--- src/common/rv_pkg.sv ---
// RV32I core shared types

package rv_pkg;

    localparam int XLEN       = 32;
    localparam int REG_ADDR_W = 5;

    localparam logic [XLEN-1:0] RESET_PC = 32'h0000_0000;

    typedef enum logic [6:0] {
        OPC_OP     = 7'b0110011,
        OPC_OP_IMM = 7'b0010011,
        OPC_LOAD   = 7'b0000011,
        OPC_STORE  = 7'b0100011,
        OPC_BRANCH = 7'b1100011,
        OPC_JAL    = 7'b1101111,
        OPC_JALR   = 7'b1100111,
        OPC_LUI    = 7'b0110111,
        OPC_AUIPC  = 7'b0010111
    } opcode_e;

    typedef enum logic [2:0] {
        TYPE_R,
        TYPE_I,
        TYPE_S,
        TYPE_B,
        TYPE_U,
        TYPE_J,
        TYPE_N  // No operands, retires as no-op
    } inst_type_e;

    typedef enum logic [3:0] {
        ALU_ADD,
        ALU_SUB,
        ALU_SLL,
        ALU_SLT,
        ALU_SLTU,
        ALU_XOR,
        ALU_SRL,
        ALU_SRA,
        ALU_OR,
        ALU_AND
    } alu_op_e;

    typedef struct packed {
        logic [6:0] funct7;
        logic [4:0] rs2;
        logic [4:0] rs1;
        logic [2:0] funct3;
        logic [4:0] rd;
        logic [6:0] opcode;
    } r_fmt_t;

    typedef struct packed {
        logic [11:0] imm;
        logic [4:0]  rs1;
        logic [2:0]  funct3;
        logic [4:0]  rd;
        logic [6:0]  opcode;
    } i_fmt_t;

    typedef struct packed {
        logic [6:0] imm_hi;
        logic [4:0] rs2;
        logic [4:0] rs1;
        logic [2:0] funct3;
        logic [4:0] imm_lo;
        logic [6:0] opcode;
    } s_fmt_t;

    typedef struct packed {
        logic       imm12;
        logic [5:0] imm10_5;
        logic [4:0] rs2;
        logic [4:0] rs1;
        logic [2:0] funct3;
        logic [3:0] imm4_1;
        logic       imm11;
        logic [6:0] opcode;
    } b_fmt_t;

    typedef struct packed {
        logic [19:0] imm;
        logic [4:0]  rd;
        logic [6:0]  opcode;
    } u_fmt_t;

    typedef struct packed {
        logic       imm20;
        logic [9:0] imm10_1;
        logic       imm11;
        logic [7:0] imm19_12;
        logic [4:0] rd;
        logic [6:0] opcode;
    } j_fmt_t;

    // One instruction word, six layouts
    typedef union packed {
        r_fmt_t r;
        i_fmt_t i;
        s_fmt_t s;
        b_fmt_t b;
        u_fmt_t u;
        j_fmt_t j;
    } inst_u;

    typedef struct packed {
        opcode_e               opcode;
        logic [2:0]            funct3;
        logic [REG_ADDR_W-1:0] rd;
        logic [REG_ADDR_W-1:0] rs1;
        logic [REG_ADDR_W-1:0] rs2;
        logic [XLEN-1:0]       imm;      // Sign-extended
        inst_type_e            inst_type;
        alu_op_e               alu_op;
    } decoded_t;

    typedef struct packed {
        logic            valid;
        logic            we;
        logic [XLEN-1:0] addr;   // Word aligned
        logic [XLEN-1:0] wdata;
        logic [3:0]      wmask;
    } mem_req_t;

    typedef struct packed {
        logic            valid;
        logic [XLEN-1:0] rdata;
    } mem_rsp_t;

    typedef struct packed {
        logic                  valid;
        logic [XLEN-1:0]       pc;
        logic                  we;
        logic [REG_ADDR_W-1:0] rd;
        logic [XLEN-1:0]       wdata;
    } retire_t;

endpackage
--- src/rv_core_top.sv ---
// Multi-cycle RV32I core

`timescale 1ns/10ps

module rv_core_top import rv_pkg::*; #(
    parameter logic [XLEN-1:0] RESET_PC = rv_pkg::RESET_PC
) (
    input  logic     clk,
    input  logic     reset,
    output mem_req_t mem_req,
    input  mem_rsp_t mem_rsp,
    output retire_t  retire
);
    mem_req_t        fetch_req;
    mem_rsp_t        fetch_rsp;
    mem_req_t        data_req;
    mem_rsp_t        data_rsp;
    inst_u           inst;
    logic [XLEN-1:0] pc;
    logic            issue;
    decoded_t        dec;
    logic [XLEN-1:0] rdata1;
    logic [XLEN-1:0] rdata2;
    logic [XLEN-1:0] alu_result;
    logic [XLEN-1:0] wb_data;
    logic            wb_en;
    logic [XLEN-1:0] exec_next_pc;
    logic [XLEN-1:0] next_pc;

    fetch_unit #(
        .RESET_PC(RESET_PC)
    ) u_fetch (
        .clk,
        .reset,
        .fetch_req,
        .fetch_rsp,
        .retire_valid(retire.valid),
        .next_pc,
        .inst,
        .pc,
        .issue
    );

    inst_decoder u_decoder (
        .inst,
        .dec
    );

    regfile u_regfile (
        .clk,
        .reset,
        .rs1   (dec.rs1),
        .rs2   (dec.rs2),
        .rdata1,
        .rdata2,
        .wr    (retire)
    );

    exec_unit u_exec (
        .dec,
        .pc,
        .rdata1,
        .rdata2,
        .alu_result,
        .wb_data,
        .wb_en,
        .next_pc(exec_next_pc)
    );

    mem_stage u_mem_stage (
        .clk,
        .reset,
        .issue,
        .dec,
        .pc,
        .addr      (alu_result),
        .store_data(rdata2),
        .wb_data,
        .wb_en,
        .next_pc_in(exec_next_pc),
        .mem_out   (data_req),
        .mem_in    (data_rsp),
        .retire,
        .next_pc
    );

    mem_arbiter u_arbiter (
        .clk,
        .reset,
        .fetch_req,
        .fetch_rsp,
        .data_req,
        .data_rsp,
        .mem_req,
        .mem_rsp
    );

endmodule

--- src/mem_stage/mem_stage.sv ---
// Load/store access and retirement

`timescale 1ns/10ps

module mem_stage import rv_pkg::*; (
    input  logic            clk,
    input  logic            reset,
    input  logic            issue,
    input  decoded_t        dec,
    input  logic [XLEN-1:0] pc,
    input  logic [XLEN-1:0] addr,
    input  logic [XLEN-1:0] store_data,
    input  logic [XLEN-1:0] wb_data,
    input  logic            wb_en,
    input  logic [XLEN-1:0] next_pc_in,
    output mem_req_t        mem_out,
    input  mem_rsp_t        mem_in,
    output retire_t         retire,
    output logic [XLEN-1:0] next_pc
);
    logic            is_load;
    logic            is_store;
    logic            busy;
    logic [1:0]      offset;
    logic [3:0]      base_mask;
    logic [7:0]      wide_mask;
    logic [XLEN-1:0] load_shift;
    logic [XLEN-1:0] load_ext;

    assign is_load  = dec.opcode == OPC_LOAD;
    assign is_store = dec.opcode == OPC_STORE;
    assign offset   = addr[1:0];

    always_comb begin
        case (dec.funct3[1:0])
            2'b00:   base_mask = 4'b0001;
            2'b01:   base_mask = 4'b0011;
            default: base_mask = 4'b1111;
        endcase
    end

    assign wide_mask = {4'b0000, base_mask} << offset;  // Lanes past byte 3 drop out

    always_comb begin
        mem_out.valid = issue && (is_load || is_store);
        mem_out.we    = is_store;
        mem_out.addr  = {addr[XLEN-1:2], 2'b00};
        mem_out.wdata = store_data << {offset, 3'b000};
        mem_out.wmask = wide_mask[3:0];
    end

    always_ff @(posedge clk or posedge reset) begin
        if (reset) begin
            busy <= 1'b0;
        end else if (mem_out.valid) begin
            busy <= 1'b1;
        end else if (mem_in.valid) begin
            busy <= 1'b0;
        end
    end

    assign load_shift = mem_in.rdata >> {offset, 3'b000};

    always_comb begin
        case (dec.funct3)
            3'b000:  load_ext = {{(XLEN-8){load_shift[7]}}, load_shift[7:0]};
            3'b001:  load_ext = {{(XLEN-16){load_shift[15]}}, load_shift[15:0]};
            3'b100:  load_ext = {{(XLEN-8){1'b0}}, load_shift[7:0]};
            3'b101:  load_ext = {{(XLEN-16){1'b0}}, load_shift[15:0]};
            default: load_ext = load_shift;
        endcase
    end

    // Non-memory ops retire on issue, loads and stores on the response
    always_comb begin
        retire.valid = (issue && !(is_load || is_store)) || (busy && mem_in.valid);
        retire.pc    = pc;
        retire.we    = wb_en;
        retire.rd    = dec.rd;
        retire.wdata = is_load ? load_ext : wb_data;
    end

    assign next_pc = next_pc_in;

    a_no_issue_busy: assert property (@(posedge clk) disable iff (reset)
        issue |-> !busy);

endmodule

--- src/execute/exec_unit.sv ---
// ALU, branch unit and next PC

`timescale 1ns/10ps

module exec_unit import rv_pkg::*; (
    input  decoded_t        dec,
    input  logic [XLEN-1:0] pc,
    input  logic [XLEN-1:0] rdata1,
    input  logic [XLEN-1:0] rdata2,
    output logic [XLEN-1:0] alu_result,
    output logic [XLEN-1:0] wb_data,
    output logic            wb_en,
    output logic [XLEN-1:0] next_pc
);
    logic [XLEN-1:0] op_a;
    logic [XLEN-1:0] op_b;
    logic [XLEN-1:0] pc_plus4;
    logic            taken;
    logic            is_jump;

    assign pc_plus4 = pc + 4;
    assign is_jump  = dec.opcode == OPC_JAL || dec.opcode == OPC_JALR;

    // I and S types fall through to rs1 + imm
    always_comb begin
        op_a = rdata1;
        op_b = dec.imm;
        case (dec.inst_type)
            TYPE_R:         op_b = rdata2;
            TYPE_U:         op_a = (dec.opcode == OPC_LUI) ? '0 : pc;
            TYPE_J, TYPE_B: op_a = pc;
            default:        ;
        endcase
    end

    always_comb begin
        case (dec.alu_op)
            ALU_ADD:  alu_result = op_a + op_b;
            ALU_SUB:  alu_result = op_a - op_b;
            ALU_SLL:  alu_result = op_a << op_b[4:0];
            ALU_SLT:  alu_result = {{(XLEN-1){1'b0}}, $signed(op_a) < $signed(op_b)};
            ALU_SLTU: alu_result = {{(XLEN-1){1'b0}}, op_a < op_b};
            ALU_XOR:  alu_result = op_a ^ op_b;
            ALU_SRL:  alu_result = op_a >> op_b[4:0];
            ALU_SRA:  alu_result = $unsigned($signed(op_a) >>> op_b[4:0]);
            ALU_OR:   alu_result = op_a | op_b;
            default:  alu_result = op_a & op_b;
        endcase
    end

    always_comb begin
        case (dec.funct3)
            3'b000:  taken = rdata1 == rdata2;
            3'b001:  taken = rdata1 != rdata2;
            3'b100:  taken = $signed(rdata1) < $signed(rdata2);
            3'b101:  taken = $signed(rdata1) >= $signed(rdata2);
            3'b110:  taken = rdata1 < rdata2;
            3'b111:  taken = rdata1 >= rdata2;
            default: taken = 1'b0;
        endcase
    end

    always_comb begin
        case (dec.opcode)
            OPC_JAL:    next_pc = alu_result;
            OPC_JALR:   next_pc = {alu_result[XLEN-1:1], 1'b0};
            OPC_BRANCH: next_pc = taken ? alu_result : pc_plus4;
            default:    next_pc = pc_plus4;   // Unsupported opcodes too
        endcase
    end

    assign wb_data = is_jump ? pc_plus4 : alu_result;   // Link value for jumps

    always_comb begin
        case (dec.opcode)
            OPC_OP, OPC_OP_IMM, OPC_LUI, OPC_AUIPC, OPC_JAL, OPC_JALR, OPC_LOAD: wb_en = 1'b1;
            default: wb_en = 1'b0;
        endcase
    end

endmodule

--- src/decode/inst_decoder.sv ---
// RV32I instruction decoder

`timescale 1ns/10ps

module inst_decoder import rv_pkg::*; (
    input  inst_u    inst,
    output decoded_t dec
);
    opcode_e         opc;
    inst_type_e      itype;
    logic [XLEN-1:0] imm;
    alu_op_e         aop;

    assign opc = opcode_e'(inst.r.opcode);

    always_comb begin
        case (opc)
            OPC_OP:                         itype = TYPE_R;
            OPC_OP_IMM, OPC_LOAD, OPC_JALR: itype = TYPE_I;
            OPC_STORE:                      itype = TYPE_S;
            OPC_BRANCH:                     itype = TYPE_B;
            OPC_LUI, OPC_AUIPC:             itype = TYPE_U;
            OPC_JAL:                        itype = TYPE_J;
            default:                        itype = TYPE_N;
        endcase
    end

    always_comb begin
        case (itype)
            TYPE_I: imm = {{(XLEN-12){inst.i.imm[11]}}, inst.i.imm};
            TYPE_S: imm = {{(XLEN-12){inst.s.imm_hi[6]}}, inst.s.imm_hi, inst.s.imm_lo};
            TYPE_B: imm = {{(XLEN-12){inst.b.imm12}}, inst.b.imm11, inst.b.imm10_5,
                           inst.b.imm4_1, 1'b0};
            TYPE_U: imm = {inst.u.imm, 12'b0};
            TYPE_J: imm = {{(XLEN-20){inst.j.imm20}}, inst.j.imm19_12, inst.j.imm11,
                           inst.j.imm10_1, 1'b0};
            default: imm = '0;
        endcase
    end

    // Only OP and OP_IMM pick the ALU op from funct3
    always_comb begin
        aop = ALU_ADD;
        if (opc == OPC_OP || opc == OPC_OP_IMM) begin
            case (inst.r.funct3)
                3'b000: aop = (itype == TYPE_R && inst.r.funct7[5]) ? ALU_SUB : ALU_ADD;
                3'b001: aop = ALU_SLL;
                3'b010: aop = ALU_SLT;
                3'b011: aop = ALU_SLTU;
                3'b100: aop = ALU_XOR;
                3'b101: aop = inst.r.funct7[5] ? ALU_SRA : ALU_SRL;
                3'b110: aop = ALU_OR;
                default: aop = ALU_AND;
            endcase
        end
    end

    always_comb begin
        dec.opcode    = opc;
        dec.funct3    = inst.r.funct3;
        dec.rd        = inst.r.rd;
        dec.rs1       = inst.r.rs1;
        dec.rs2       = inst.r.rs2;
        dec.imm       = imm;
        dec.inst_type = itype;
        dec.alu_op    = aop;
    end

endmodule

--- src/fetch/fetch_unit.sv ---
// Instruction fetch and PC

`timescale 1ns/10ps

module fetch_unit import rv_pkg::*; #(
    parameter logic [XLEN-1:0] RESET_PC = rv_pkg::RESET_PC
) (
    input  logic            clk,
    input  logic            reset,
    output mem_req_t        fetch_req,
    input  mem_rsp_t        fetch_rsp,
    input  logic            retire_valid,
    input  logic [XLEN-1:0] next_pc,
    output inst_u           inst,
    output logic [XLEN-1:0] pc,
    output logic            issue
);
    typedef enum logic {
        FETCH,
        EXECUTE
    } state_t;

    state_t state;
    logic   boot;   // Kicks the first fetch after reset
    logic   req_q;

    always_ff @(posedge clk or posedge reset) begin
        if (reset) begin
            state <= FETCH;
            boot  <= 1'b1;
            req_q <= 1'b0;
            issue <= 1'b0;
            pc    <= RESET_PC;
        end else begin
            boot  <= 1'b0;
            req_q <= boot || (state == EXECUTE && retire_valid);
            issue <= state == FETCH && fetch_rsp.valid;
            case (state)
                FETCH: begin
                    if (fetch_rsp.valid) begin
                        state <= EXECUTE;
                    end
                end
                EXECUTE: begin
                    if (retire_valid) begin
                        state <= FETCH;
                        pc    <= next_pc;
                    end
                end
                default: state <= FETCH;
            endcase
        end
    end

    always_ff @(posedge clk) begin
        if (state == FETCH && fetch_rsp.valid) begin
            inst <= fetch_rsp.rdata;
        end
    end

    always_comb begin
        fetch_req       = '0;   // Read only
        fetch_req.valid = req_q;
        fetch_req.addr  = pc;
    end

    // Retire must belong to the issued instruction
    a_retire_in_exec: assert property (@(posedge clk) disable iff (reset)
        retire_valid |-> state == EXECUTE);

endmodule

--- src/mem_arbiter.sv ---
// Memory port arbiter

`timescale 1ns/10ps

module mem_arbiter import rv_pkg::*; (
    input  logic     clk,
    input  logic     reset,
    input  mem_req_t fetch_req,
    output mem_rsp_t fetch_rsp,
    input  mem_req_t data_req,
    output mem_rsp_t data_rsp,
    output mem_req_t mem_req,
    input  mem_rsp_t mem_rsp
);
    logic outstanding;
    logic owner_data;   // Open request belongs to mem_stage

    assign mem_req = fetch_req.valid ? fetch_req : data_req;   // Fetch wins

    always_ff @(posedge clk or posedge reset) begin
        if (reset) begin
            outstanding <= 1'b0;
            owner_data  <= 1'b0;
        end else if (mem_req.valid) begin
            outstanding <= 1'b1;
            owner_data  <= !fetch_req.valid;
        end else if (mem_rsp.valid) begin
            outstanding <= 1'b0;
        end
    end

    always_comb begin
        fetch_rsp.valid = mem_rsp.valid && outstanding && !owner_data;
        fetch_rsp.rdata = mem_rsp.rdata;
        data_rsp.valid  = mem_rsp.valid && outstanding && owner_data;
        data_rsp.rdata  = mem_rsp.rdata;
    end

    a_one_outstanding: assert property (@(posedge clk) disable iff (reset)
        mem_req.valid |-> !outstanding);

    a_rsp_has_req: assert property (@(posedge clk) disable iff (reset)
        mem_rsp.valid |-> outstanding);

endmodule

--- src/regfile.sv ---
// Integer register file

`timescale 1ns/10ps

module regfile import rv_pkg::*; (
    input  logic                  clk,
    input  logic                  reset,
    input  logic [REG_ADDR_W-1:0] rs1,
    input  logic [REG_ADDR_W-1:0] rs2,
    output logic [XLEN-1:0]       rdata1,
    output logic [XLEN-1:0]       rdata2,
    input  retire_t               wr
);
    logic [XLEN-1:0] regs [2**REG_ADDR_W];

    always_ff @(posedge clk or posedge reset) begin
        if (reset) begin
            for (int i = 0; i < 2**REG_ADDR_W; i++) begin
                regs[i] <= '0;
            end
        end else if (wr.valid && wr.we && wr.rd != '0) begin
            regs[wr.rd] <= wr.wdata;
        end
    end

    // x0 reads as zero
    assign rdata1 = (rs1 == '0) ? '0 : regs[rs1];
    assign rdata2 = (rs2 == '0) ? '0 : regs[rs2];

endmodule

--- config.mk ---
export PLATFORM = sky130hd
export DESIGN_NAME = rv_core_top
export DESIGN_NICKNAME = d
export VERILOG_FILES = /design/src/common/rv_pkg.sv /design/src/rv_core_top.sv /design/src/mem_stage/mem_stage.sv /design/src/execute/exec_unit.sv /design/src/decode/inst_decoder.sv /design/src/fetch/fetch_unit.sv /design/src/mem_arbiter.sv /design/src/regfile.sv
export SDC_FILE = /design/constraint.sdc
export NUM_CORES = 2
export LEC_CHECK = 0
export BUFFER_PORTS_ARGS = -buffer_cell sky130_fd_sc_hd__buf_4
export CORE_UTILIZATION = 40
export CTS_BUF_LIST = sky130_fd_sc_hd__clkbuf_8
export DETAILED_ROUTE_END_ITERATION = 7
export PLACE_DENSITY_LB_ADDON = 0.05
export SYNTH_ARGS = -nofsm -noshare
export SYNTH_HDL_FRONTEND = slang
export SYNTH_HIERARCHICAL = 1
export SYNTH_SLANG_ARGS = --single-unit
export TNS_END_PERCENT = 20
--- constraint.sdc ---
create_clock -name clk -period 77 [get_ports clk]
set_input_delay 19.25 -clock clk [delete_from_list [all_inputs] [get_ports clk]]
set_output_delay 19.25 -clock clk [all_outputs]
set_load 0.005 [all_outputs]
==> flow_summary.yaml <==
run:
  drv_cap: 0
finish:
  final_common_cell: "mux2_2"
  num-fill-cells: 17690
  area_growth_pct: 8.23
  drive_above_1_share: 0.397
  post-route-cell-area_um2: 82000
  mostFrequentLayoutCells: "mux2_2, dfrtp_1, mux4_2"
  multi_input_area_um2: 43200
  final_nets: 6386
  seqCellArea_um2: 27600
yosys:
  yosys_warnings: 6
  synth_top_family_by_area: "multiplexers"
  synthFlopType: "dfrtp_1"
  synth-async-reset-ratio: 0.971
  synth_cell_types: 133
  postSynthCellCount: 6415
  synth_xor_area_frac: 0.00509
  synth-compound-area-share: 0.108
  ys_seq_area_frac: 0.364
  post_synth.cell_area_avg_um2: 11.8
  syn_area_um2: 75800
  synthMuxAreaShare: 0.360
  synth-simple-area-share: 0.0631
  synth_adder_area_share: 0.0238
  ys_seq_elements: 1095
  synth-edff-count: 32
clock_tree:
  clk_path_buf_depth: 3
  clkTransAtPathRegs_ps: 60
  cts_made_buffers: 200
  htreeDepth: 4
  clk_latency_ps: 980
  cts_setup_buffers: 0
  cts_hold_buf: 0
  ctsRootBufferMaster: "clkbuf_8"
  cts.sinks: 1095
  tritoncts: "yes"
  cts_resized: 0
die:
  dieArea_um2: 191000
  std_cell_rows: 159
  die_x_um: 437
  die_y_um: 437
  core_um2: 188000
  io_pins: 176
  start_util: 0.403
run_status:
  outcome: "complete, but fails checks"
  violations: "DRC"
power:
  cellPowerDensity_nw_per_um2: 21.4
  p_leak_nw: 37.9
  irDropWorstVdd_uv: 17.9
timing:
  finalSetupViolCount: 0
  skew_ps: 53.5
  worst_pin_slew_ps: 1330
  max_freq_mhz: 24.3
  rsz0062_at_grt: "false"
  fin_crit_sh: 0.533
  slew_headroom: 0.107
  finalHoldViolCount: 0
  slew_viol_final: 0
  setup-tns-final_ps: 0
  period_minus_slack_ps: 41070
placement:
  hpwl_um: 223000
  place_congestion: 0.995
  dpl_cell_area_um2: 77800
  io_buffers: 175
routing:
  ant_nets: 0
  wl_um: 334000
  wl_per_cell_um: 37.6
  num_vias: 57221
  vias_per_cell: 6.45
  drt-pass1-iter-count: 8
  drc: 24
  drtIter0Drc: 5334
critical_path:
  cp_max_fo: 32
  cp.required_ps: 57750
  start_kind: "input port"
  cp_data_arrival_time_ps: 21820
  criticalPathCategory: "in -> out"
  end_kind: "output port"
global_route:
  grt_usage: 0.345
  grt_pass1_wl_um: 465000
  grt_pass1_vias: 57365
  grt_overflow: 0
  grt_max_degree: 92
  antenna_found_initial: 11
min_path:
  hold_class: "reg -> reg"
-- logic make-up after synthesis --
kind of cell               after synthesis
xor gates and xnor gates                44
DFF                                   1095
adders and majority gates              143
AOI/OAI and AO/OA                     1128
buffers and inverters                 1041
muxes                                 2011
and+or+nand+nor                        951
other                                    2
-- path summary, 6_finish.rpt --
check	endpoint	cells after the start	slack (ps)	from
worst max-delay path	retire[16]	6	35930	mem_rsp[15]
worst min-delay path	u_regfile/regs[1020]$_DFFE_PP0P_	0	400	u_regfile/regs[1020]$_DFFE_PP0P_
worst max register to register	u_regfile/regs[304]$_DFFE_PP0P_	30	64780	u_fetch/inst[15]$_DFFE_PP_
worst min register to register	u_regfile/regs[1020]$_DFFE_PP0P_	0	400	u_regfile/regs[1020]$_DFFE_PP0P_
max in group asynchronous	u_regfile/regs[768]$_DFFE_PP0P_	6	54820	reset
min in group asynchronous	u_mem_stage/busy$_DFFE_PP0P_	2	18160	reset
-- sequential cells by signal, indices dropped and copies added (netlist names) --
register	cells
u_fetch/boot	1
u_fetch/req_q	1
u_arbiter/owner_data	1
u_fetch/issue	1
u_arbiter/outstanding	1
u_mem_stage/busy	1
u_fetch/pc	32
u_fetch/inst	32
u_regfile/regs	1024
u_fetch/state	1
-- stage by stage --
stage	hold WS, ps	worst slack (ps)	power, mW	utilization	instances
2_1_floorplan	441	28930	0.960	-	6453
3_3_place_gp	385	35970	1.17	0.414	8501
3_5_place_dp	387	35930	1.17	0.414	8501
4_1_cts	399	35930	1.76	0.436	8858
5_1_grt	410	35890	1.81	0.436	8859
6_report	397	35930	1.75	0.436	8871
-- worst max-delay path, stage by stage --
cell and delay [ps]:
buf_4 120, mux2_1 310, mux2i_2 580, o31a_4 620, a31oi_4 570, buf_4 340
-- cell type report --
| cell class | instances | area share |
|---|---|---|
| repair buffers | 423 | 0.0399 |
| multi-input cells | 4317 | 0.527 |
| well taps | 2495 | 0.0381 |
| clock buffers | 262 | 0.0440 |
| clock inverters | 95 | 0.00655 |
| diodes | 13 | 0.000397 |
| inverters | 171 | 0.00793 |
| flip-flops and latches | 1095 | 0.336 |
-- Yosys cell counts (22+ instances only) --
library cell,instances,share of area
a2111oi_0,32,0.0037
a211oi_1,94,0.0093
a21o_1,34,0.0034
a21oi_1,182,0.012
a221oi_1,36,0.0042
a22o_1,61,0.0071
a22oi_1,84,0.0083
a31oi_1,56,0.0046
and2_1,46,0.0038
buf_1,63,0.0031
buf_2,136,0.0090
buf_4,320,0.032
buf_6,46,0.0068
clkbuf_1,296,0.015
dfrtp_1,1062,0.35
edfxtp_1,32,0.013
ha_1,141,0.023
inv_1,160,0.0079
mux2_2,1096,0.16
mux2_4,101,0.020
mux2i_1,376,0.050
mux4_2,420,0.12
nand2_1,243,0.012
nand2b_1,23,0.0019
nand3_1,85,0.0056
nor2_1,225,0.011
nor2b_1,65,0.0054
nor3_1,92,0.0061
nor4_1,22,0.0018
o211ai_1,56,0.0055
o21ai_0,137,0.0090
o221ai_1,40,0.0046
o22ai_1,77,0.0064
o32ai_1,24,0.0028
xnor2_1,24,0.0028
-- report_power, final --
group	switching [mW]	total [mW]	leakage [nW]	internal, mW
clock	0.268	0.581	2.38	0.313
sequential	0.0297	0.624	15.1	0.594
combinational	0.364	0.547	20.4	0.183
total	0.661	1.75	37.9	1.09
-- metal layers --
metal	routed length, um	part of all wire	GRT usage	vias up
met1	131000	0.39	0.427	30338
met2	159000	0.48	0.565	2477
met4	23100	0.069	0.203	4
met3	20000	0.060	0.0588	739
met5	25	0.000075	0	-
li1	-	-	-	23663
No activity file was read; power rests on OpenSTA's default activity.
